$ cat src/logic/mips_macros.svh
`ifndef MIPS_MACROS_SVH
`define MIPS_MACROS_SVH

// data path and byte address width
`define MIPS_WORD 32

// register index width, 32 architectural registers
`define MIPS_REG_ADDR 5

// memory sizes in words
// both memories are indexed by byte address bits 9:2
`define MIPS_IMEM_DEPTH 256
`define MIPS_DMEM_DEPTH 256

// first fetch address after reset
`define MIPS_RESET_PC 32'h0000_0000

`endif
$ cat src/logic/mipsPkg.sv
`include "mips_macros.svh"

package mipsPkg;

    // primary opcode field, instr[31:26]
    typedef enum logic [5:0] {
        rType = 6'd0,
        j     = 6'd2,
        beq   = 6'd4,
        addi  = 6'd8,
        lw    = 6'd35,
        sw    = 6'd43,
        halt  = 6'd63
    } opcodeT;

    typedef enum logic [2:0] {
        aluAdd,
        aluSub,
        aluAnd,
        aluOr,
        aluSlt
    } aluOpT;

    // source of an execute operand
    typedef enum logic [1:0] {
        fwdNone,
        fwdExMem,
        fwdMemWb
    } fwdSelT;

    // decode controls, all zero for a bubble
    typedef struct packed {
        logic  regWrite;
        logic  memRead;
        logic  memWrite;
        logic  memToReg;
        logic  aluSrc;
        logic  regDst;
        logic  branch;
        logic  jump;
        logic  halt;
        logic  useFunct;
        aluOpT aluOp;
    } ctrlT;

    typedef struct packed {
        logic                  valid;
        logic [`MIPS_WORD-1:0] instr;
        logic [`MIPS_WORD-1:0] pcNext;
    } ifIdT;

    typedef struct packed {
        ctrlT                      ctrl;
        logic [`MIPS_WORD-1:0]     rsVal;
        logic [`MIPS_WORD-1:0]     rtVal;
        logic [`MIPS_WORD-1:0]     imm;
        logic [`MIPS_REG_ADDR-1:0] rs;
        logic [`MIPS_REG_ADDR-1:0] rt;
        logic [`MIPS_REG_ADDR-1:0] rd;
        logic [5:0]                funct;
        logic [`MIPS_WORD-1:0]     branchTarget;
        logic [`MIPS_WORD-1:0]     jumpTarget;
    } idExT;

    typedef struct packed {
        logic                      regWrite;
        logic                      memRead;
        logic                      memWrite;
        logic                      memToReg;
        logic                      branch;
        logic                      jump;
        logic                      halt;
        logic [`MIPS_WORD-1:0]     aluResult;
        logic                      zero;
        logic [`MIPS_WORD-1:0]     storeData;
        logic [`MIPS_REG_ADDR-1:0] dest;
        logic [`MIPS_WORD-1:0]     branchTarget;
        logic [`MIPS_WORD-1:0]     jumpTarget;
    } exMemT;

    typedef struct packed {
        logic                      regWrite;
        logic                      memToReg;
        logic                      halt;
        logic [`MIPS_WORD-1:0]     aluResult;
        logic [`MIPS_WORD-1:0]     loadData;
        logic [`MIPS_REG_ADDR-1:0] dest;
    } memWbT;

    typedef struct packed {
        logic                  valid;
        logic [`MIPS_WORD-1:0] addr;
        logic [`MIPS_WORD-1:0] data;
    } storeEventT;

endpackage

$ cat src/logic/decodeStage.sv
`timescale 1ns/1ps
`include "mips_macros.svh"

module decodeStage (
    input  logic                  clk,
    input  logic                  reset,
    input  logic                  stall,
    input  logic                  flush,
    input  mipsPkg::ifIdT         ifId,
    input  mipsPkg::memWbT        memWb,
    input  logic [`MIPS_WORD-1:0] wbData,
    output mipsPkg::idExT         idEx
);
    import mipsPkg::*;

    localparam int numRegs = 1 << `MIPS_REG_ADDR;

    logic [`MIPS_WORD-1:0]     regs [numRegs];
    logic [`MIPS_REG_ADDR-1:0] rs;
    logic [`MIPS_REG_ADDR-1:0] rt;
    logic [`MIPS_REG_ADDR-1:0] rd;
    logic [`MIPS_WORD-1:0]     rsVal;
    logic [`MIPS_WORD-1:0]     rtVal;
    logic [`MIPS_WORD-1:0]     imm;
    logic [`MIPS_WORD-1:0]     jumpTarget;
    ctrlT                      ctrl;
    idExT                      idExNext;

    assign rs = ifId.instr[25:21];
    assign rt = ifId.instr[20:16];
    assign rd = ifId.instr[15:11];

    // main control
    always_comb begin
        ctrl = '0;
        if (ifId.valid) begin
            case (ifId.instr[31:26])
                rType: begin
                    ctrl.regWrite = 1'b1;
                    ctrl.regDst   = 1'b1;
                    ctrl.useFunct = 1'b1;
                end
                addi: begin
                    ctrl.regWrite = 1'b1;
                    ctrl.aluSrc   = 1'b1;
                end
                lw: begin
                    ctrl.regWrite = 1'b1;
                    ctrl.memRead  = 1'b1;
                    ctrl.memToReg = 1'b1;
                    ctrl.aluSrc   = 1'b1;
                end
                sw: begin
                    ctrl.memWrite = 1'b1;
                    ctrl.aluSrc   = 1'b1;
                end
                beq: begin
                    ctrl.branch = 1'b1;
                    ctrl.aluOp  = aluSub;
                end
                j:       ctrl.jump = 1'b1;
                halt:    ctrl.halt = 1'b1;
                default: ctrl = '0;
            endcase
        end
    end

    // register 0 is hardwired, and the writeback value bypasses the array
    assign rsVal = (rs == '0) ? '0 :
                   (memWb.regWrite && memWb.dest == rs) ? wbData : regs[rs];
    assign rtVal = (rt == '0) ? '0 :
                   (memWb.regWrite && memWb.dest == rt) ? wbData : regs[rt];

    always_ff @(posedge clk) begin
        if (reset) begin
            for (int i = 0; i < numRegs; i++) begin
                regs[i] <= '0;
            end
        end else if (memWb.regWrite && memWb.dest != '0) begin
            regs[memWb.dest] <= wbData;
        end
    end

    assign imm = {{(`MIPS_WORD-16){ifId.instr[15]}}, ifId.instr[15:0]};

    // a halt carries its own address so memory can park fetch on it
    assign jumpTarget = ctrl.halt ? ifId.pcNext - `MIPS_WORD'(4) :
                        {ifId.pcNext[31:28], ifId.instr[25:0], 2'b00};

    assign idExNext = '{
        ctrl:         ctrl,
        rsVal:        rsVal,
        rtVal:        rtVal,
        imm:          imm,
        rs:           rs,
        rt:           rt,
        rd:           rd,
        funct:        ifId.instr[5:0],
        branchTarget: ifId.pcNext + (imm << 2),
        jumpTarget:   jumpTarget
    };

    // a bubble is an all-zero entry
    always_ff @(posedge clk) begin
        if (reset || stall || flush) begin
            idEx <= '0;
        end else begin
            idEx <= idExNext;
        end
    end

endmodule

$ cat config.mk
export PLATFORM = sky130hd
export DESIGN_NAME = decodeStage
export DESIGN_NICKNAME = d
export VERILOG_FILES = /design/src/logic/mipsPkg.sv /design/src/logic/decodeStage.sv
export VERILOG_INCLUDE_DIRS = /design/src /design/src/logic
export SDC_FILE = /design/constraint.sdc
export NUM_CORES = 2
export LEC_CHECK = 0
export BUFFER_PORTS_ARGS = -buffer_cell sky130_fd_sc_hd__buf_4
export CELL_PAD_IN_SITES_DETAIL_PLACEMENT = 0
export CELL_PAD_IN_SITES_GLOBAL_PLACEMENT = 2
export CORE_MARGIN = 2
export CORE_UTILIZATION = 30
export CTS_CLUSTER_SIZE = 16
export DETAILED_ROUTE_END_ITERATION = 8
export PLACE_DENSITY_LB_ADDON = 0.1
export SYNTH_ARGS = -nofsm -noshare
export SYNTH_HDL_FRONTEND = slang
export SYNTH_SLANG_ARGS = --single-unit
$ cat constraint.sdc
create_clock -name clk -period 2.4 [get_ports clk]
set_input_delay 0.12 -clock clk [delete_from_list [all_inputs] [get_ports clk]]
set_output_delay 0.12 -clock clk [all_outputs]
set_load 0.02 [all_outputs]
Word-level counts from Yosys, hierarchy flattened

Memory sizes are Yosys's and may differ from the RTL's. A register that Yosys moved wholly into a read port is not among the register bits.
Index checks and enable logic that the tools add are counted.

$add $sub $neg: 2
Eq/ne operators: 6
Muxes and demuxes: 19
Bitwise operators: 2
Reductions and logical operators: 14

Operators by type and width:

| kind                                               | count |
|---|---|
| two-way mux 32 bit                                 | 2 |
| adder 32 bit                                       | 1 |
| OR reduction 32 bit                                | 1 |
| subtractor 32 x 3 -> 32 bit, second input constant | 1 |
| == test 6 bit, second input constant               | 3 |
| two-way mux 1 bit                                  | 15 |
| logical NOT 5 bit                                  | 2 |
| two-way mux 5 bit                                  | 2 |
| OR reduction 2 bit                                 | 4 |
| == test 6 x 2 -> 1 bit, second input constant      | 1 |
| == test 6 x 3 -> 1 bit, second input constant      | 1 |
| == test 6 x 4 -> 1 bit, second input constant      | 1 |
| logical NOT 6 bit                                  | 1 |
| OR reduction 3 bit                                 | 2 |
| nonzero test 5 bit                                 | 1 |
| logical OR 1 bit                                   | 2 |
| NOT 1 bit                                          | 2 |
| logical AND 1 bit                                  | 1 |

Flip-flop bits (word level): 112
Bits in writable memories: 1024
Bits of input ports: 173
Output and inout bits: 194
Memories kept: 1

Memories:

| name | words | width | read ports | clocked after memory_dff | wr ports | line              | source |
|---|---|---|---|---|---|---|---|
| regs | 32    | 32    | 2          | 2                        | 32       | decodeStage.sv:18 | `` logic [`MIPS_WORD-1:0] regs [numRegs]; `` |

Logic depth before layout (Yosys ltp)

Word-level depth: 7
Mapped depth: 10
Mapped depth without buffers: 10

Worst setup path after synthesis

Ideal clock, no wire load.

Path type: in2reg
Start: input ifId[53] (netlist bit)
End: register idEx[149] (netlist name)
Library setup time: 0.153 ns
Arrival time: 1.979 ns
Setup slack: 0.268 ns
Stages on the path: 7
Path buffers: 3
Path through: buf_2 > clkbuf_1 > buf_2 > mux4_2 > mux4_2 > mux2i_1 > a211oi_1

Longest elaborated chain between the ends: 2

Ends and longest elaborated chain:

| what                                | line              | source |
|---|---|---|
| start, declared                     | decodeStage.sv:9  | `input mipsPkg::ifIdT ifId,` |
| logical NOT 5 bit                   | decodeStage.sv:69 | `assign rsVal = (rs == '0) ? '0 :` |
| OR reduction 2 bit (no source line) | --                |  |

Parallel ways exist; a longest one is shown, timed or not.
A chain may end at the register's enable or synchronous reset.

Final worst setup path

Start: input ifId[61] (netlist bit)
End: register idEx[17] (netlist bit)

Longest elaborated chain between the ends: 4

Ends and longest elaborated chain:

| what                 | line               | source |
|---|---|---|
| == test 6 bit        | decodeStage.sv:37  | `case (ifId.instr[31:26])` |
| two-way mux 1 bit    | decodeStage.sv:37  |  |
| two-way mux 5 bit    | decodeStage.sv:36  | `if (ifId.valid) begin` |
| two-way mux 32 bit   | decodeStage.sv:87  | `` assign jumpTarget = ctrl.halt ? ifId.pcNext - `MIPS_WORD'(4) : `` |
| end signal, assigned | decodeStage.sv:108 | `idEx <= idExNext;` |
| end, declared        | decodeStage.sv:12  | `output mipsPkg::idExT idEx` |

Every way passes these cells.

==> reports/results.ini <==
[power]
ir_drop_v=0.000693
power.internal_mw=39.9
p_per_area_nw_per_um2=701
pwr-share-seq_pct=44.7
power_frac_clock_pct=41.7
switching_share_pct=25.5
switchingPower_mw=13.7
power_mw=53.5
p_leak_nw=27.2
pwr-share-comb_pct=13.5

[synth]
synth.area.top_cells=edfxtp_1 50%, mux4_2 23%, and2_1 10%
ys_async_sr_fraction_pct=0
synth-seq-cells=1186
syn_avg_cell_area_um2=15.4
muxShareOfSynthArea_pct=24.5
synth_top_area_cell=edfxtp_1
synthAdderAreaFrac_pct=0.647
synth-xor-area-share_pct=0.831
synth_top_area_share_pct=50.3
synth_top_family_by_area=multiplexers
synth-simple-area-share_pct=13.1
yosysSeqAreaShare_pct=55.6
syn-cell-area_um2=61100
ys_types=64
synth_flop_cell=edfxtp_1
yosys_warnings=0
synth_edf_count=1024
postSynthCellCount=3982
synth_compound_area_share_pct=2.20

[sta]
period_share_pct=95.5
setup-violations-final=0
hold_ws_ns=0.0898
slew_viol_final=0
slew_headroom_pct=43.0
setup_slack_ns=0.109
fin_crit_ns=2.29
fmax_mhz=437
tightestPinTransition_ns=0.856
rsz0062_at_grt=yes
hold_violations=0
finClkSkew_ns=0.0284

[layout]
synthToLayoutAreaGrowth_pct=25.0
layout_common_cells=1026 x and2_1, 1024 x edfxtp_1, 628 x mux4_2
fin_nets=4779
drive_gt1_share_pct=34.5
mostFrequentLayoutCell=and2_1

[hold_path]
hp-class=in2reg

[setup_path]
crit_path_frequent_cell=dlygate4sd3_1
worst-path-buf-inv=4
max_stage_delay_ns=0.83
end_kind=register
critPathMaxFanout=8
crit_type=in2reg
critPathTopFamily=buffers and inverters
critPathArrivalTime_ns=3.02
path_cells=dlygate4sd3_1 > buf_4 > nand4_1 > nor2_4 > dlygate4sd3_1 > nor2_1 > a211oi_1 > dlygate4sd3_1
slowest_stage=dlygate4sd3_1
cp.required_ns=3.13
start_kind=input pin

[route]
route.detailed.vias_per_inst=5.26
drc_errors=0
drtAntennaViolNets=0
drt_iter0_markers=3760
post_drt_wl_per_cell_um=33.8
drt-pass1-iter-count=5
vias=38809
wirelength_um=249000

[clock_tree]
cts.path.max_buffers=3
cts_tree=yes
cts_buffers=149
root_buffer=clkbuf_16
clkSinkCount=1186
cts.clk_slew.worst_paths_ns=0.06
htree_num_levels=4
worstSkewPairLatency_ns=0.81

[floorplanning]
core_um2=202000
dieArea_um2=207000
dieHeight_um=455
fp-row-count=165
ios=367
initial_core_util_pct=30.2
die_w_um=455

[place]
place_congestion=0.780
pre_cts_ws_ns=-0.281
dp_hpwl_um=155000
port_buffers=298

[global_route]
grt_pass1_vias=40307
grt_max_degree=64
grt_usage_pct=23.9
antenna_found_initial=33
grt_pass1_wl_um=343000
grt_remaining_overflow=0

[flow_run]
max_cap_viol_count=0

[outcome]
status=completed

registers in the layout (all words and copies together) (netlist names):
signal and count:
idEx 162, regs 1024
metrics by stage:
stage               cells  setup TNS, ns  area (um2)  utilization (%)
floorplan            4015              0       61300                -
global placement     6946          -1.84       70000             34.6
detailed placement   6946          -1.82       70000             34.6
CTS                  7369              0       76300             37.7
global route         7370        -0.0169       76400             37.7
finish               7383              0       76400             37.8
cell families (layout without fill, tap and decap cells):
logic type,count (synthesis),in the layout
AND/OR/NAND/NOR,1363,1363
flip-flops,1186,1186
multiplexers,713,713
buffers and inverters,434,1114
AO/OA/AOI/OAI,196,196
XOR/XNOR,58,58
adder cells (fa/ha/maj),31,31
other,1,50
layer usage:
metal | global-route usage [%] | up-vias | part of all wire, %
met1 | 32.5 | 20731 | 42
met2 | 40.4 | 1426 | 49
li1 | - | 16401 | -
met4 | 5.60 | 0 | 2.2
met5 | 0 | - | 0
met3 | 3.30 | 251 | 6.0
repair_timing:
action	4_1_cts	5_1_grt
endpoints found under the hold margin	1163	0
resized for setup	0	17
buffers inserted	0	0
endpoints found under the setup margin	0	16
hold buffers	152	0
worst paths after layout:
| kind | depth (start not counted) | slack (ns) | end | startpoint |
|---|---|---|---|---|
| worst max register to register | 4 | 0.29 | idEx[152] | regs[19][3] |
| worst min register to register | 4 | 1.11 | idEx[176] | regs[12][27] |
| worst max-delay path | 8 | 0.11 | idEx[17] | ifId[61] |
| worst min-delay path | 4 | 0.09 | idEx[75] | ifId[48] |
power by group through the flow:
stage                     combinational [mW]  sequential [mW]  clock (mW)
after floorplan                         3.73             24.3           0
after global placement                  7.14             24.3           0
after detailed placement                7.11             24.4           0
after CTS                               7.31             24.0        22.9
after global routing                    7.60             24.1        23.6
final                                   7.24             24.0        22.4
worst reg2reg max path, cell delays in order (launching register included):
cell	delay (ns)
edfxtp_1	0.41
mux4_2	0.53
mux4_2	0.51
mux2i_1	0.38
a211oi_1	0.14
synthesized netlist by cell type (5+ instances only):
master       n
or2_2       34
clkbuf_1   292
a31oi_1      5
or4_1        6
a211oi_1    81
nor2b_1      5
xnor2_1     40
dfxtp_1    162
inv_1       10
buf_4       35
nor3_1      17
nand2_1     39
nand3_1     16
buf_1       25
nand4_1      7
o22ai_1     12
nand3b_1     6
edfxtp_1  1024
buf_2       72
mux2i_1     81
xor2_1      18
o21ai_0     16
a21oi_1     37
mux4_2     628
nor2_1     172
a21o_1       7
ha_1        30
and2_1    1026
o21bai_1     5
nand2b_1     7
and3_1       6
layout make-up:
class	instances	area, um2
Antenna cell	16	40.0
Multi-Input combinational cell	2395	25800
Clock inverter	59	549
Tap cell	2672	3340
Sequential cell	1186	34000
Fill cell	18850	126000
Timing Repair Buffer	833	8430
Clock buffer	212	4190
Inverter	10	37.5
Power figures use the tool's default switching activity.
