[config.mk]
export PLATFORM = sky130hd
export DESIGN_NAME = hazardUnit
export DESIGN_NICKNAME = d
export VERILOG_FILES = /design/src/logic/mipsPkg.sv /design/src/logic/hazardUnit.sv
export VERILOG_INCLUDE_DIRS = /design/src /design/src/logic
export SDC_FILE = /design/constraint.sdc
export NUM_CORES = 1
export LEC_CHECK = 0
export ABC_AREA = 0
export BUFFER_PORTS_ARGS = -buffer_cell sky130_fd_sc_hd__buf_4
export CAP_MARGIN = 0
export CORE_AREA = 2 2 187 189
export DETAILED_ROUTE_END_ITERATION = 12
export DIE_AREA = 0 0 189 191
export PLACE_DENSITY_LB_ADDON = 0.1
export SYNTH_ARGS = -nofsm -noshare
export SYNTH_HDL_FRONTEND = slang
export SYNTH_SLANG_ARGS = --single-unit
[constraint.sdc]
create_clock -name vclk -period 2
set_clock_uncertainty 0.2 [all_clocks]
set_input_delay 0.2 -clock vclk [all_inputs]
set_output_delay 0.2 -clock vclk [all_outputs]
set_load 0.1 [all_outputs]
[src/logic/mips_macros.svh]
`ifndef MIPS_MACROS_SVH
`define MIPS_MACROS_SVH

// data path and byte address width
`define MIPS_WORD 32

// register index width, 32 architectural registers
`define MIPS_REG_ADDR 5

// memory sizes in words
// both memories are indexed by byte address bits 9:2
`define MIPS_IMEM_DEPTH 256
`define MIPS_DMEM_DEPTH 256

// first fetch address after reset
`define MIPS_RESET_PC 32'h0000_0000

`endif
[src/logic/mipsPkg.sv]
`include "mips_macros.svh"

package mipsPkg;

    // primary opcode field, instr[31:26]
    typedef enum logic [5:0] {
        rType = 6'd0,
        j     = 6'd2,
        beq   = 6'd4,
        addi  = 6'd8,
        lw    = 6'd35,
        sw    = 6'd43,
        halt  = 6'd63
    } opcodeT;

    typedef enum logic [2:0] {
        aluAdd,
        aluSub,
        aluAnd,
        aluOr,
        aluSlt
    } aluOpT;

    // source of an execute operand
    typedef enum logic [1:0] {
        fwdNone,
        fwdExMem,
        fwdMemWb
    } fwdSelT;

    // decode controls, all zero for a bubble
    typedef struct packed {
        logic  regWrite;
        logic  memRead;
        logic  memWrite;
        logic  memToReg;
        logic  aluSrc;
        logic  regDst;
        logic  branch;
        logic  jump;
        logic  halt;
        logic  useFunct;
        aluOpT aluOp;
    } ctrlT;

    typedef struct packed {
        logic                  valid;
        logic [`MIPS_WORD-1:0] instr;
        logic [`MIPS_WORD-1:0] pcNext;
    } ifIdT;

    typedef struct packed {
        ctrlT                      ctrl;
        logic [`MIPS_WORD-1:0]     rsVal;
        logic [`MIPS_WORD-1:0]     rtVal;
        logic [`MIPS_WORD-1:0]     imm;
        logic [`MIPS_REG_ADDR-1:0] rs;
        logic [`MIPS_REG_ADDR-1:0] rt;
        logic [`MIPS_REG_ADDR-1:0] rd;
        logic [5:0]                funct;
        logic [`MIPS_WORD-1:0]     branchTarget;
        logic [`MIPS_WORD-1:0]     jumpTarget;
    } idExT;

    typedef struct packed {
        logic                      regWrite;
        logic                      memRead;
        logic                      memWrite;
        logic                      memToReg;
        logic                      branch;
        logic                      jump;
        logic                      halt;
        logic [`MIPS_WORD-1:0]     aluResult;
        logic                      zero;
        logic [`MIPS_WORD-1:0]     storeData;
        logic [`MIPS_REG_ADDR-1:0] dest;
        logic [`MIPS_WORD-1:0]     branchTarget;
        logic [`MIPS_WORD-1:0]     jumpTarget;
    } exMemT;

    typedef struct packed {
        logic                      regWrite;
        logic                      memToReg;
        logic                      halt;
        logic [`MIPS_WORD-1:0]     aluResult;
        logic [`MIPS_WORD-1:0]     loadData;
        logic [`MIPS_REG_ADDR-1:0] dest;
    } memWbT;

    typedef struct packed {
        logic                  valid;
        logic [`MIPS_WORD-1:0] addr;
        logic [`MIPS_WORD-1:0] data;
    } storeEventT;

endpackage

[src/logic/hazardUnit.sv]
`timescale 1ns/1ps
`include "mips_macros.svh"

module hazardUnit (
    input  mipsPkg::ifIdT   ifId,
    input  mipsPkg::idExT   idEx,
    input  mipsPkg::exMemT  exMem,
    input  mipsPkg::memWbT  memWb,
    input  logic            redirect,
    output logic            stall,
    output logic            flush,
    output mipsPkg::fwdSelT fwdA,
    output mipsPkg::fwdSelT fwdB
);
    import mipsPkg::*;

    logic [`MIPS_REG_ADDR-1:0] idRs;
    logic [`MIPS_REG_ADDR-1:0] idRt;
    logic                      loadUse;

    // the younger result wins when both stages write the same register
    function automatic fwdSelT pickSource(
        input logic [`MIPS_REG_ADDR-1:0] src,
        input exMemT                     em,
        input memWbT                     mw
    );
        if (em.regWrite && em.dest != '0 && em.dest == src) begin
            return fwdExMem;
        end
        if (mw.regWrite && mw.dest != '0 && mw.dest == src) begin
            return fwdMemWb;
        end
        return fwdNone;
    endfunction

    assign fwdA = pickSource(idEx.rs, exMem, memWb);
    assign fwdB = pickSource(idEx.rt, exMem, memWb);

    assign idRs = ifId.instr[25:21];
    assign idRt = ifId.instr[20:16];

    // load in execute feeding the instruction in decode
    assign loadUse = idEx.ctrl.memRead && ifId.valid && idEx.rt != '0 &&
                     (idEx.rt == idRs || idEx.rt == idRt);

    assign flush = redirect;
    assign stall = loadUse && !redirect;

endmodule

## Word level (Yosys, flattened, before mapping)

Index checks and enable logic that the tools add are counted.
W data, S select, Z words.

- Output and inout port bits: 6
- Bits of input ports: 473
- Register bits after elaboration: 0
- Logic and storage cells: 35

- Reductions and logical operators: 15
- Muxes and demuxes: 14
- Equal/unequal tests: 6

Operators by type and width:

| kind | count |
|---|---|
| $eq A5 B5 Y1 | 6 |
| $mux W2 | 8 |
| $reduce_bool A5 Y1 | 3 |
| $logic_and A1 B1 Y1 | 10 |
| $mux W1 | 6 |
| $logic_not A1 Y1 | 1 |
| $logic_or A1 B1 Y1 | 1 |

## Longest topological paths before layout

Gate-level depths: netlist (run 1).

- Depth after elaboration: 7
- Depth in mapped cells: 5
- Mapped depth without buffers: 4

## Worst setup path before layout (run 1)

Ideal clock, no wire load.

- Kind: input to output
- Start: input port idEx[79] (netlist name)
- End: output port fwdB[1]
- Stages: 5
- Slack: -3179 ps
- Path buffers: 1
- Required time: 1600 ps
- Arrival: 4779 ps
- Cells stage by stage: clkbuf_1 xnor2_1 nand3_1 nor4_1 nor4_2

- Word-level cells in the longest chain between the ends: 6
- Elaborated cells between the ends (all ways): 10

Ends and longest elaborated chain:

| element | RTL line | RTL |
|---|---|---|
| from (decl) | hazardUnit.sv:6 | `input mipsPkg::idExT idEx,` |
| $eq A5 B5 Y1 | hazardUnit.sv:30 | `if (mw.regWrite && mw.dest != '0 && mw.dest == src) begin` |
| $logic_and A1 B1 Y1 | hazardUnit.sv:30 |  |
| $mux W1 (2 in a row) | hazardUnit.sv:30 |  |
| $mux W2 | hazardUnit.sv:33 | `return fwdNone;` |
| $mux W2 * | hazardUnit.sv:30 |  |
| to (decl) | hazardUnit.sv:13 | `output mipsPkg::fwdSelT fwdB` |

Every way passes the cells marked *; elsewhere a longest branch is shown, timed or not. The select of a mux whose other input is x is not followed.

## Worst setup path after layout (run 1)

- Start: input port exMem[65] (netlist name)
- End: output port fwdB[1]

- Word-level cells in the longest chain between the ends: 5
- Elaborated cells between the ends (all ways): 6

Ends and longest elaborated chain:

| element | RTL line | RTL |
|---|---|---|
| from (decl) | hazardUnit.sv:7 | `input mipsPkg::exMemT exMem,` |
| $reduce_bool A5 Y1 | hazardUnit.sv:27 | `if (em.regWrite && em.dest != '0 && em.dest == src) begin` |
| $logic_and A1 B1 Y1 | hazardUnit.sv:27 |  |
| $logic_and A1 B1 Y1 * | hazardUnit.sv:27 |  |
| $mux W1 * | hazardUnit.sv:27 |  |
| $mux W2 * | hazardUnit.sv:30 |  |

Every way passes the cells marked *; elsewhere a longest branch is shown, timed or not.

==> results of run 1 <==
synthesized netlist by cell type:
library cell and count:
buf_4 1, xor2_1 20, nand2_1 1, xnor2_1 10
nand3_1 4, a21oi_1 1, nor4_1 2, nor4_2 2
or4_1 5, clkbuf_1 5, nor2_1 1, o21ai_2 1
nor3_1 2, o21ai_1 2
cell type report:
type,count,area (sq um)
fill,4019,32500
multi-input combinational,51,538
timing repair buffer,60,502
antenna,1,2.50
tap,455,569
power by group through the flow:
| stage | logic [uW] | clock network [uW] | registers, uW |
|---|---|---|---|
| after floorplan | 120 | 0 | 0 |
| after global placement | 245 | 0 | 0 |
| after detailed placement | 243 | 0 | 0 |
| after CTS | 248 | 0 | 0 |
| after global routing | 272 | 0 | 0 |
| final | 249 | 0.0000669 | 0 |
metal layers:
layer,share of wire (%),GRT usage (%)
met5,0,0
met4,0,0
met1,52,3.10
met3,7.9,0.532
met2,40,2.94
through the flow:
stage | setup TNS [ns] | total power [uW] | cells
after global routing | -0.245 | 272 | 566
after detailed placement | -0.387 | 243 | 563
final | -0.117 | 249 | 567
after CTS | -0.161 | 248 | 563
after global placement | -0.468 | 245 | 563
after floorplan | -1.28 | 120 | 57
critical path, delay by kind of cell:
family	cells	cell delay, ns
buffers and inverters	2	0.35
AO/OA/AOI/OAI	1	0.18
AND/OR/NAND/NOR	3	0.92
repair_timing:
action | CTS | global route
hold buffers | 0 | 0
resized for setup | 8 | 5
setup buffers | 0 | 4
pin swaps | 0 | 5
endpoints found under the setup margin | 4 | 4
gates cloned | 0 | 0
final timing paths:
kind      start  endpoint  slack, ns  cells after the start
max   exMem[65]   fwdB[1]      -0.06                      6
min    redirect     flush       0.54                      2
cell families (layout without fill, tap and decap cells):
family                    Yosys count  count (layout)
buffers and inverters               6              60
AOI/OAI and AO/OA                   4               4
and+or+nand+nor                    17              17
other                               0               1
xor gates and xnor gates           30              30
==> impl_summary.log, run 1 <==
INFO  metric antenna_left = 0
INFO  metric share_comb_of_total_power = 100.0%
INFO  metric clock.fmax = 485 MHz
INFO  metric crit_slowest_cell = or4_4
INFO  metric internal_power = 127 uW
INFO  metric timing_worst_slew_pin_value = 0.316 ns
INFO  metric period_needed = 2.06 ns
INFO  metric final_net_count = 586
INFO  metric dr.pass1.iters = 2
INFO  metric wl = 3.74 mm
INFO  metric drive_gt1_share = 68.5%
INFO  metric placement.io_buffers = 41
INFO  metric synth_largest_area_cell = xor2_1
INFO  metric grt_pass1_vias = 698
INFO  metric layout_worst_path_cycle_share = 103%
INFO  metric p_clk_share = 0%
INFO  metric synthesis.area_per_instance = 7.46 sq um
INFO  metric hold-worst-slack = 0.537 ns
INFO  metric n_clock_buffer = 0
INFO  metric synth_cell_types = 14
INFO  metric run_status = finished, violations left
INFO  metric mappedNetlistArea = 425 sq um
INFO  metric synthMuxAreaShare = 0%
INFO  metric synth_fp_nets = between 500 and 600
INFO  metric die_w = 189 um
INFO  metric drt-wirelength-per-cell = 6.59 um
INFO  metric post-place-ws = -0.142 ns
INFO  metric placed_cell_area = ~1500 sq um
INFO  metric ys_seq_area_share = 0%
INFO  metric netlist_top_cells_area = xor2_1 41%, xnor2_1 21%, or4_1 8.8%, nor4_2 5.9%, nand3_1 4.7%
INFO  metric grt_start_max_net_pins = 6
INFO  metric synth_top_family_by_area = XOR/XNOR gates
INFO  metric nFlopsAndLatches = 0
INFO  metric power_frac_seq = 0%
INFO  metric hold_class = input pin to output port
INFO  metric yosys_warnings = 0
INFO  metric initial_core_util = 1.25%
INFO  metric yosys.area_share.xor_xnor = around three fifths
INFO  metric die_y = 191 um
INFO  metric finalMaxSlewViolations = 0
INFO  metric detail_route.vias_per_cell = 1.06
INFO  metric rows = 68
INFO  metric postLayoutCellArea = 1610 sq um
INFO  metric critical_path.startpoint_type = input pin
INFO  metric dp_hpwl = between 3 and 4 mm
INFO  metric netSwitchingPower = 122 uW
INFO  metric synth_top_cell_area_share = between 40% and 50%
INFO  metric worst_slew_margin_rel = 78.8%
INFO  metric max-cap-violations = 0
INFO  metric violation_count_after_the_first_detailed_route_iteration = 8
INFO  metric power.density_cell_area = 155 nW/um^2
INFO  metric grt_usage = 2.02%
INFO  metric critical_path_arrival = 1.66 ns
INFO  metric setup-violations-final = 2
INFO  metric delay_of_the_slowest_critical_path_stage = 0.56 ns
INFO  metric report.final.hold_viol_count = 0
INFO  metric critical_path.max_fanout = 2
INFO  metric cp-end-kind = output port
INFO  metric area_growth = 279%
INFO  metric critical_path.cell_chain = buf_6 > or4_4 > o21ai_4 > nor4_4 > nor4_4 > buf_6
INFO  metric route.detailed.drc = 0
INFO  metric simple_gate_share_of_the_synthesized_area = 26.5%
INFO  metric required = between 1.5 and 2 ns
INFO  metric mostFrequentLayoutCell = buf_4
INFO  metric synth-compound-area-share = 5.59%
INFO  metric fin_ws = -0.0635 ns
INFO  metric worst_vdd_rail_ir_drop = between 0.00006 and 0.00007 V
INFO  metric area.sequential = 0 sq um
INFO  metric critical_path_class = input pin to output port
INFO  metric antenna_found_initial = 2
INFO  metric dieArea = 36100 sq um
INFO  metric p_leak = between 0.0004 and 0.0005 uW
INFO  metric via_count = 599
INFO  metric swShare = 49.0%
INFO  metric unrepaired_setup_endpoints_after_global_routing = true
INFO  metric gp_congestion = 0.572
INFO  metric failed_checks = setup timing
INFO  metric layout.cells.most_common_list = 51 x buf_4, 20 x xor2_1, 7 x buf_6
INFO  metric top_level_ports = 479
INFO  metric wire_length_of_the_first_global_routing_pass = 5.19 mm
INFO  metric grt_overflow = 0
INFO  metric layout.core_utilization = under 10%
INFO  metric synth_cells = 57
INFO  metric core = approximately 34000 sq um
INFO  metric yosys.area_share.adder = 0%
Power figures use the tool's default switching activity.
==> inputs of run 2 (changes only) <==
--- a/config.mk
+++ b/config.mk
@@ -9,10 +9,13 @@
 export ABC_AREA = 0
 export BUFFER_PORTS_ARGS = -buffer_cell sky130_fd_sc_hd__buf_4
 export CAP_MARGIN = 0
+export CELL_PAD_IN_SITES_DETAIL_PLACEMENT = 0
+export CELL_PAD_IN_SITES_GLOBAL_PLACEMENT = 1
 export CORE_AREA = 2 2 187 189
 export DETAILED_ROUTE_END_ITERATION = 12
 export DIE_AREA = 0 0 189 191
 export PLACE_DENSITY_LB_ADDON = 0.1
+export SLEW_MARGIN = 20
 export SYNTH_ARGS = -nofsm -noshare
 export SYNTH_HDL_FRONTEND = slang
 export SYNTH_SLANG_ARGS = --single-unit
==> run 2 against run 1 <==
Net effect:
- the flow still finishes with violations (setup timing)
- power grew 1.0%
- first-iteration DRC count shrank 25%
- maximum frequency increased by 1.9%
- worst setup slack better by 0.038 ns
- wire length grew 7.0%
- non-clock buffer count shrank 3
- global-route usage is 0.18 points higher
- via count down 3.3%
- largest cell class unchanged
- highest routed layer unchanged
==> impl_summary.log, run 2 (same netlist as run 1, synthesis figures left out) <==
INFO  metric setup-violations-final = 1
INFO  metric drive_gt1_share = 71.3%
INFO  metric top_level_ports = 479
INFO  metric p_leak = around 0.00048 uW
INFO  metric run_status = finished, violations left
INFO  metric critical_path_class = input pin to output port
INFO  metric n_clock_buffer = 0
INFO  metric via_count = 579
INFO  metric detail_route.vias_per_cell = 1.03
INFO  metric wl = 4.00 mm
INFO  metric failed_checks = setup timing
INFO  metric cts_setup_buffers = 0
INFO  metric grt_overflow = 0
INFO  metric power = 252 uW
INFO  metric rows = 68
INFO  metric required = 1.60 ns
INFO  metric antenna_found_initial = 0
INFO  metric critical_path.max_fanout = 3
INFO  metric layout_worst_path_cycle_share = 101%
INFO  metric fin_ws = -0.0251 ns
INFO  metric critical_path_arrival = 1.63 ns
INFO  metric worst_vdd_rail_ir_drop = between 0.00003 and 0.00004 V
INFO  metric grt_usage = 2.20%
INFO  metric layout.cells.most_common_list = 44 x buf_4, 20 x xor2_1, 9 x buf_6
INFO  metric worst_slew_margin_rel = 74.9%
INFO  metric antenna_left = 0
INFO  metric die_w = 189 um
INFO  metric core = about 34000 sq um
INFO  metric grt_start_max_net_pins = 6
INFO  metric wire_length_of_the_first_global_routing_pass = 5.57 mm
INFO  metric layout.core_utilization = 4.79%
INFO  metric cp-end-kind = output port
INFO  metric final_net_count = 583
INFO  metric dieArea = 36100 sq um
INFO  metric finalMaxSlewViolations = 0
INFO  metric hold_class = input pin to output port
INFO  metric initial_core_util = 1.25%
INFO  metric violation_count_after_the_first_detailed_route_iteration = 6
INFO  metric drt-wirelength-per-cell = 7.10 um
INFO  metric area.sequential = 0 sq um
INFO  metric max-cap-violations = 0
INFO  metric clock.fmax = 494 MHz
INFO  metric insertedDiodeCount = 0
INFO  metric timing_worst_slew_pin_value = between 0.3 and 0.4 ns
INFO  metric gp_congestion = 0.555
INFO  metric route.detailed.drc = 0
INFO  metric dr.pass1.iters = 2
INFO  metric placement.io_buffers = 41
INFO  metric area_growth = 284%
INFO  metric unrepaired_setup_endpoints_after_global_routing = true
INFO  metric mostFrequentLayoutCell = buf_4
INFO  metric report.final.hold_viol_count = 0
INFO  metric critical_path.startpoint_type = input pin
INFO  metric hold-worst-slack = around 0.55 ns
INFO  metric grt_pass1_vias = 687
INFO  metric nFlopsAndLatches = 0
INFO  metric power.density_cell_area = 154 nW/um^2
INFO  metric die_y = ~190 um
INFO  metric period_needed = 2.03 ns
[run 2: worst paths after layout]
check | startpoint | to | slack, ns | depth (start not counted)
worst max-delay path | memWb[2] | fwdA[1] | -0.03 | 6
worst min-delay path | redirect | flush | 0.55 | 2
[run 2: final cells by class]
cell class / count / area [sq um]
timing repair buffer: 57 / 512
multi-input combinational: 51 / 552
fill: 4013 / 32500
tap: 455 / 569
[run 2: report_power, final]
group | internal [uW] | leakage [uW] | switching, uW
combinational | 129 | 0.000480 | 123
sequential | 0 | 0 | 0
clock | 0 | 0 | 0
[run 2: what timing repair did]
action,CTS,global route
hold buffers,0,0
endpoints found under the setup margin,5,4
pin swaps,1,4
resized for setup,17,5
[run 2: layer usage]
metal / track usage [%] / vias to the layer above / routed length (um)
li1: - / 297 / -
met1: 3.48 / 252 / 2210
met2: 3.21 / 30 / 1590
met3: 0.367 / 0 / 198
met4: 0 / 0 / 0
met5: 0 / - / 0
[run 2: per-stage QoR]
step / cells / instance area [sq um] / worst slack, ns / setup TNS (ns)
after floorplan: 57 / 587 / -0.537 / -1.28
after global placement: 563 / 1540 / -0.184 / -0.596
after detailed placement: 563 / 1540 / -0.168 / -0.531
after CTS: 563 / 1610 / -0.0623 / -0.118
after global routing: 563 / 1630 / -0.0732 / -0.146
final: 563 / 1630 / -0.0251 / -0.0251
[run 2: worst max-delay path, cell delays in order]
cell and delay (ns):
buf_4 0.11, or4_4 0.12, o21ai_4 0.05, or4_4 0.54
nor4_4 0.33, buf_6 0.27
==> inputs of run 3 (changes only) <==
--- a/config.mk
+++ b/config.mk
@@ -14,7 +14,7 @@
 export CORE_AREA = 2 2 187 189
 export DETAILED_ROUTE_END_ITERATION = 12
 export DIE_AREA = 0 0 189 191
-export PLACE_DENSITY_LB_ADDON = 0.1
+export PLACE_DENSITY = 0.78
 export SLEW_MARGIN = 20
 export SYNTH_ARGS = -nofsm -noshare
 export SYNTH_HDL_FRONTEND = slang
==> run 3 against run 2 <==
Net effect:
- the run still ends with setup timing left
- via count is 3.5% higher
- global-route usage down 0.30 points
- sequential cell count unchanged
- utilization is 0.28 points lower
- cell count did not move
- power is 12% lower
- combinational power fell by 12%
- sequential share of layout area is the same
- critical path type unchanged
- largest power group unchanged
==> impl_summary.log, run 3 (same netlist as run 1, synthesis figures left out) <==
INFO  metric run_status = finished, violations left
INFO  metric failed_checks = setup timing
INFO  metric cpLargestDelayFamily = simple AND/OR/NAND/NOR gates
INFO  metric gp_congestion = 0.685
INFO  metric timing_worst_slew_pin_value = 0.313 ns
INFO  metric n_clock_buffer = 0
INFO  metric period_needed = 2.02 ns
INFO  metric antenna_left = 0
INFO  metric hold_class = input pin to output port
INFO  metric cp-startpoint = memWb[3]
INFO  metric cts_hold_buffers_added = 0
INFO  metric share_comb_of_total_power = 100.0%
INFO  metric critical_path.startpoint_type = input pin
INFO  metric p_leak = 0.000447 uW
INFO  metric unrepaired_setup_endpoints_after_global_routing = true
INFO  metric antenna_found_initial = 2
INFO  metric area_growth = 261%
INFO  metric drive_gt1_share = 65.1%
INFO  metric critical_path_arrival = 1.62 ns
INFO  metric critical_path.cell_chain = buf_4 > or4_1 > o21ai_1 > or4_1 > nor4_4 > buf_6
INFO  metric critical_path.max_fanout = 3
INFO  metric grt_pass1_vias = just over 600
INFO  metric cpMostUsedCell = or4_1
INFO  metric instances_no_fill = 563
INFO  metric endpoint = fwdA[1]
INFO  metric report.final.hold_viol_count = 0
INFO  metric fin_ws = -0.0238 ns
INFO  metric via_count = 599
INFO  metric top_level_ports = 479
INFO  metric worst_vdd_rail_ir_drop = 0.0000289 V
INFO  metric grt_overflow = 0
INFO  metric dp_hpwl = 3.51 mm
INFO  metric internal_power = approximately 110 uW
INFO  metric critical_path_class = input pin to output port
INFO  metric worst_slew_margin_rel = 79.0%
INFO  metric dr.pass1.iters = 2
INFO  metric power.density_cell_area = 145 nW/um^2
INFO  metric area.sequential = 0 sq um
INFO  metric drt-wirelength-per-cell = 6.48 um
INFO  metric placed_cells = approximately 560
INFO  metric layout_worst_path_cycle_share = 101%
INFO  metric tns = -0.0470 ns
INFO  metric post-place-ws = -0.110 ns
INFO  metric finalMaxSlewViolations = 0
INFO  metric critical_path_buf_inv_count = 2
INFO  metric power_frac_seq = 0%
INFO  metric p_clk_share = 0%
INFO  metric cp-end-kind = output port
INFO  metric placement.io_buffers = 41
INFO  metric final_net_count = between 500 and 600
INFO  metric die_w = 189 um
INFO  metric nFlopsAndLatches = 0
INFO  metric delay_of_the_slowest_critical_path_stage = approximately 0.58 ns
INFO  metric netSwitchingPower = 108 uW
INFO  metric grt_start_max_net_pins = 6
INFO  metric initial_core_util = 1.25%
INFO  metric dieArea = 36100 sq um
INFO  metric crit_slowest_cell = or4_1
INFO  metric core = 34100 sq um
INFO  metric swShare = 48.4%
INFO  metric rows = 68
INFO  metric power = 222 uW
INFO  metric die_y = 191 um
INFO  metric mostFrequentLayoutCell = buf_4
INFO  metric clock.fmax = 494 MHz
INFO  metric max-cap-violations = 0
INFO  metric wl = ~3.6 mm
INFO  metric violation_count_after_the_first_detailed_route_iteration = 15
INFO  metric setup-violations-final = 2
INFO  metric final.fill_count = roughly 4000
INFO  metric wire_length_of_the_first_global_routing_pass = 4.81 mm
INFO  metric worst-path-stages = 6
INFO  metric detail_route.vias_per_cell = 1.06
INFO  metric layout.cells.most_common_list = 50 x buf_4, 20 x xor2_1, 6 x xnor2_2
INFO  metric route.detailed.drc = 0
INFO  metric hold-worst-slack = 0.557 ns
INFO  metric required = 1.60 ns
INFO  metric multi_input_area = 518 sq um
INFO  metric grt_usage = 1.90%
==> run 3: final cells by class <==
cell class | instances | area share, %
antenna | 2 | 0.326
multi-input combinational | 51 | 33.7
tap | 455 | 37.1
timing repair buffer | 55 | 28.9
==> run 3: what timing repair did <==
item                                    CTS  global route
gates cloned                              0             0
endpoints found under the setup margin    2             4
pin swaps                                 1             1
hold endpoints to repair                  0             0
resized for setup                         2             3
setup buffers                             0             0
==> run 3: per-stage QoR <==
step / util (%) / instance area (sq um)
global route: 4.49 / 1530
global placement: 4.43 / 1510
detailed placement: 4.43 / 1510
CTS: 4.46 / 1520
floorplan: - / 587
finish: 4.50 / 1540
==> run 3: how the worst min path moves through the flow <==
stage / start / endpoint / cells after the start
after floorplan: exMem[140] / fwdA[0] / 2
final: redirect / flush / 2
after detailed placement: redirect / flush / 2
after CTS: redirect / flush / 2
after global routing: redirect / flush / 2
after global placement: redirect / flush / 2
==> run 3: power by group through the flow <==
stage / Sequential (uW) / Clock (uW) / Combinational (uW)
3_5_place_dp: 0 / 0 / 224
3_3_place_gp: 0 / 0 / 222
5_1_grt: 0 / 0 / 238
2_1_floorplan: 0 / 0 / 120
4_1_cts: 0 / 0 / 226
6_report: 0 / 0.000135 / 222
==> run 3: per-layer routing <==
metal | vias up | share of wire (%) | GRT usage [%]
met5 | - | 0 | 0
met4 | 0 | 0 | 0
met3 | 0 | 6.6 | 0.661
met2 | 17 | 53 | 3.62
met1 | 286 | 40 | 2.14
li1 | 296 | - | -
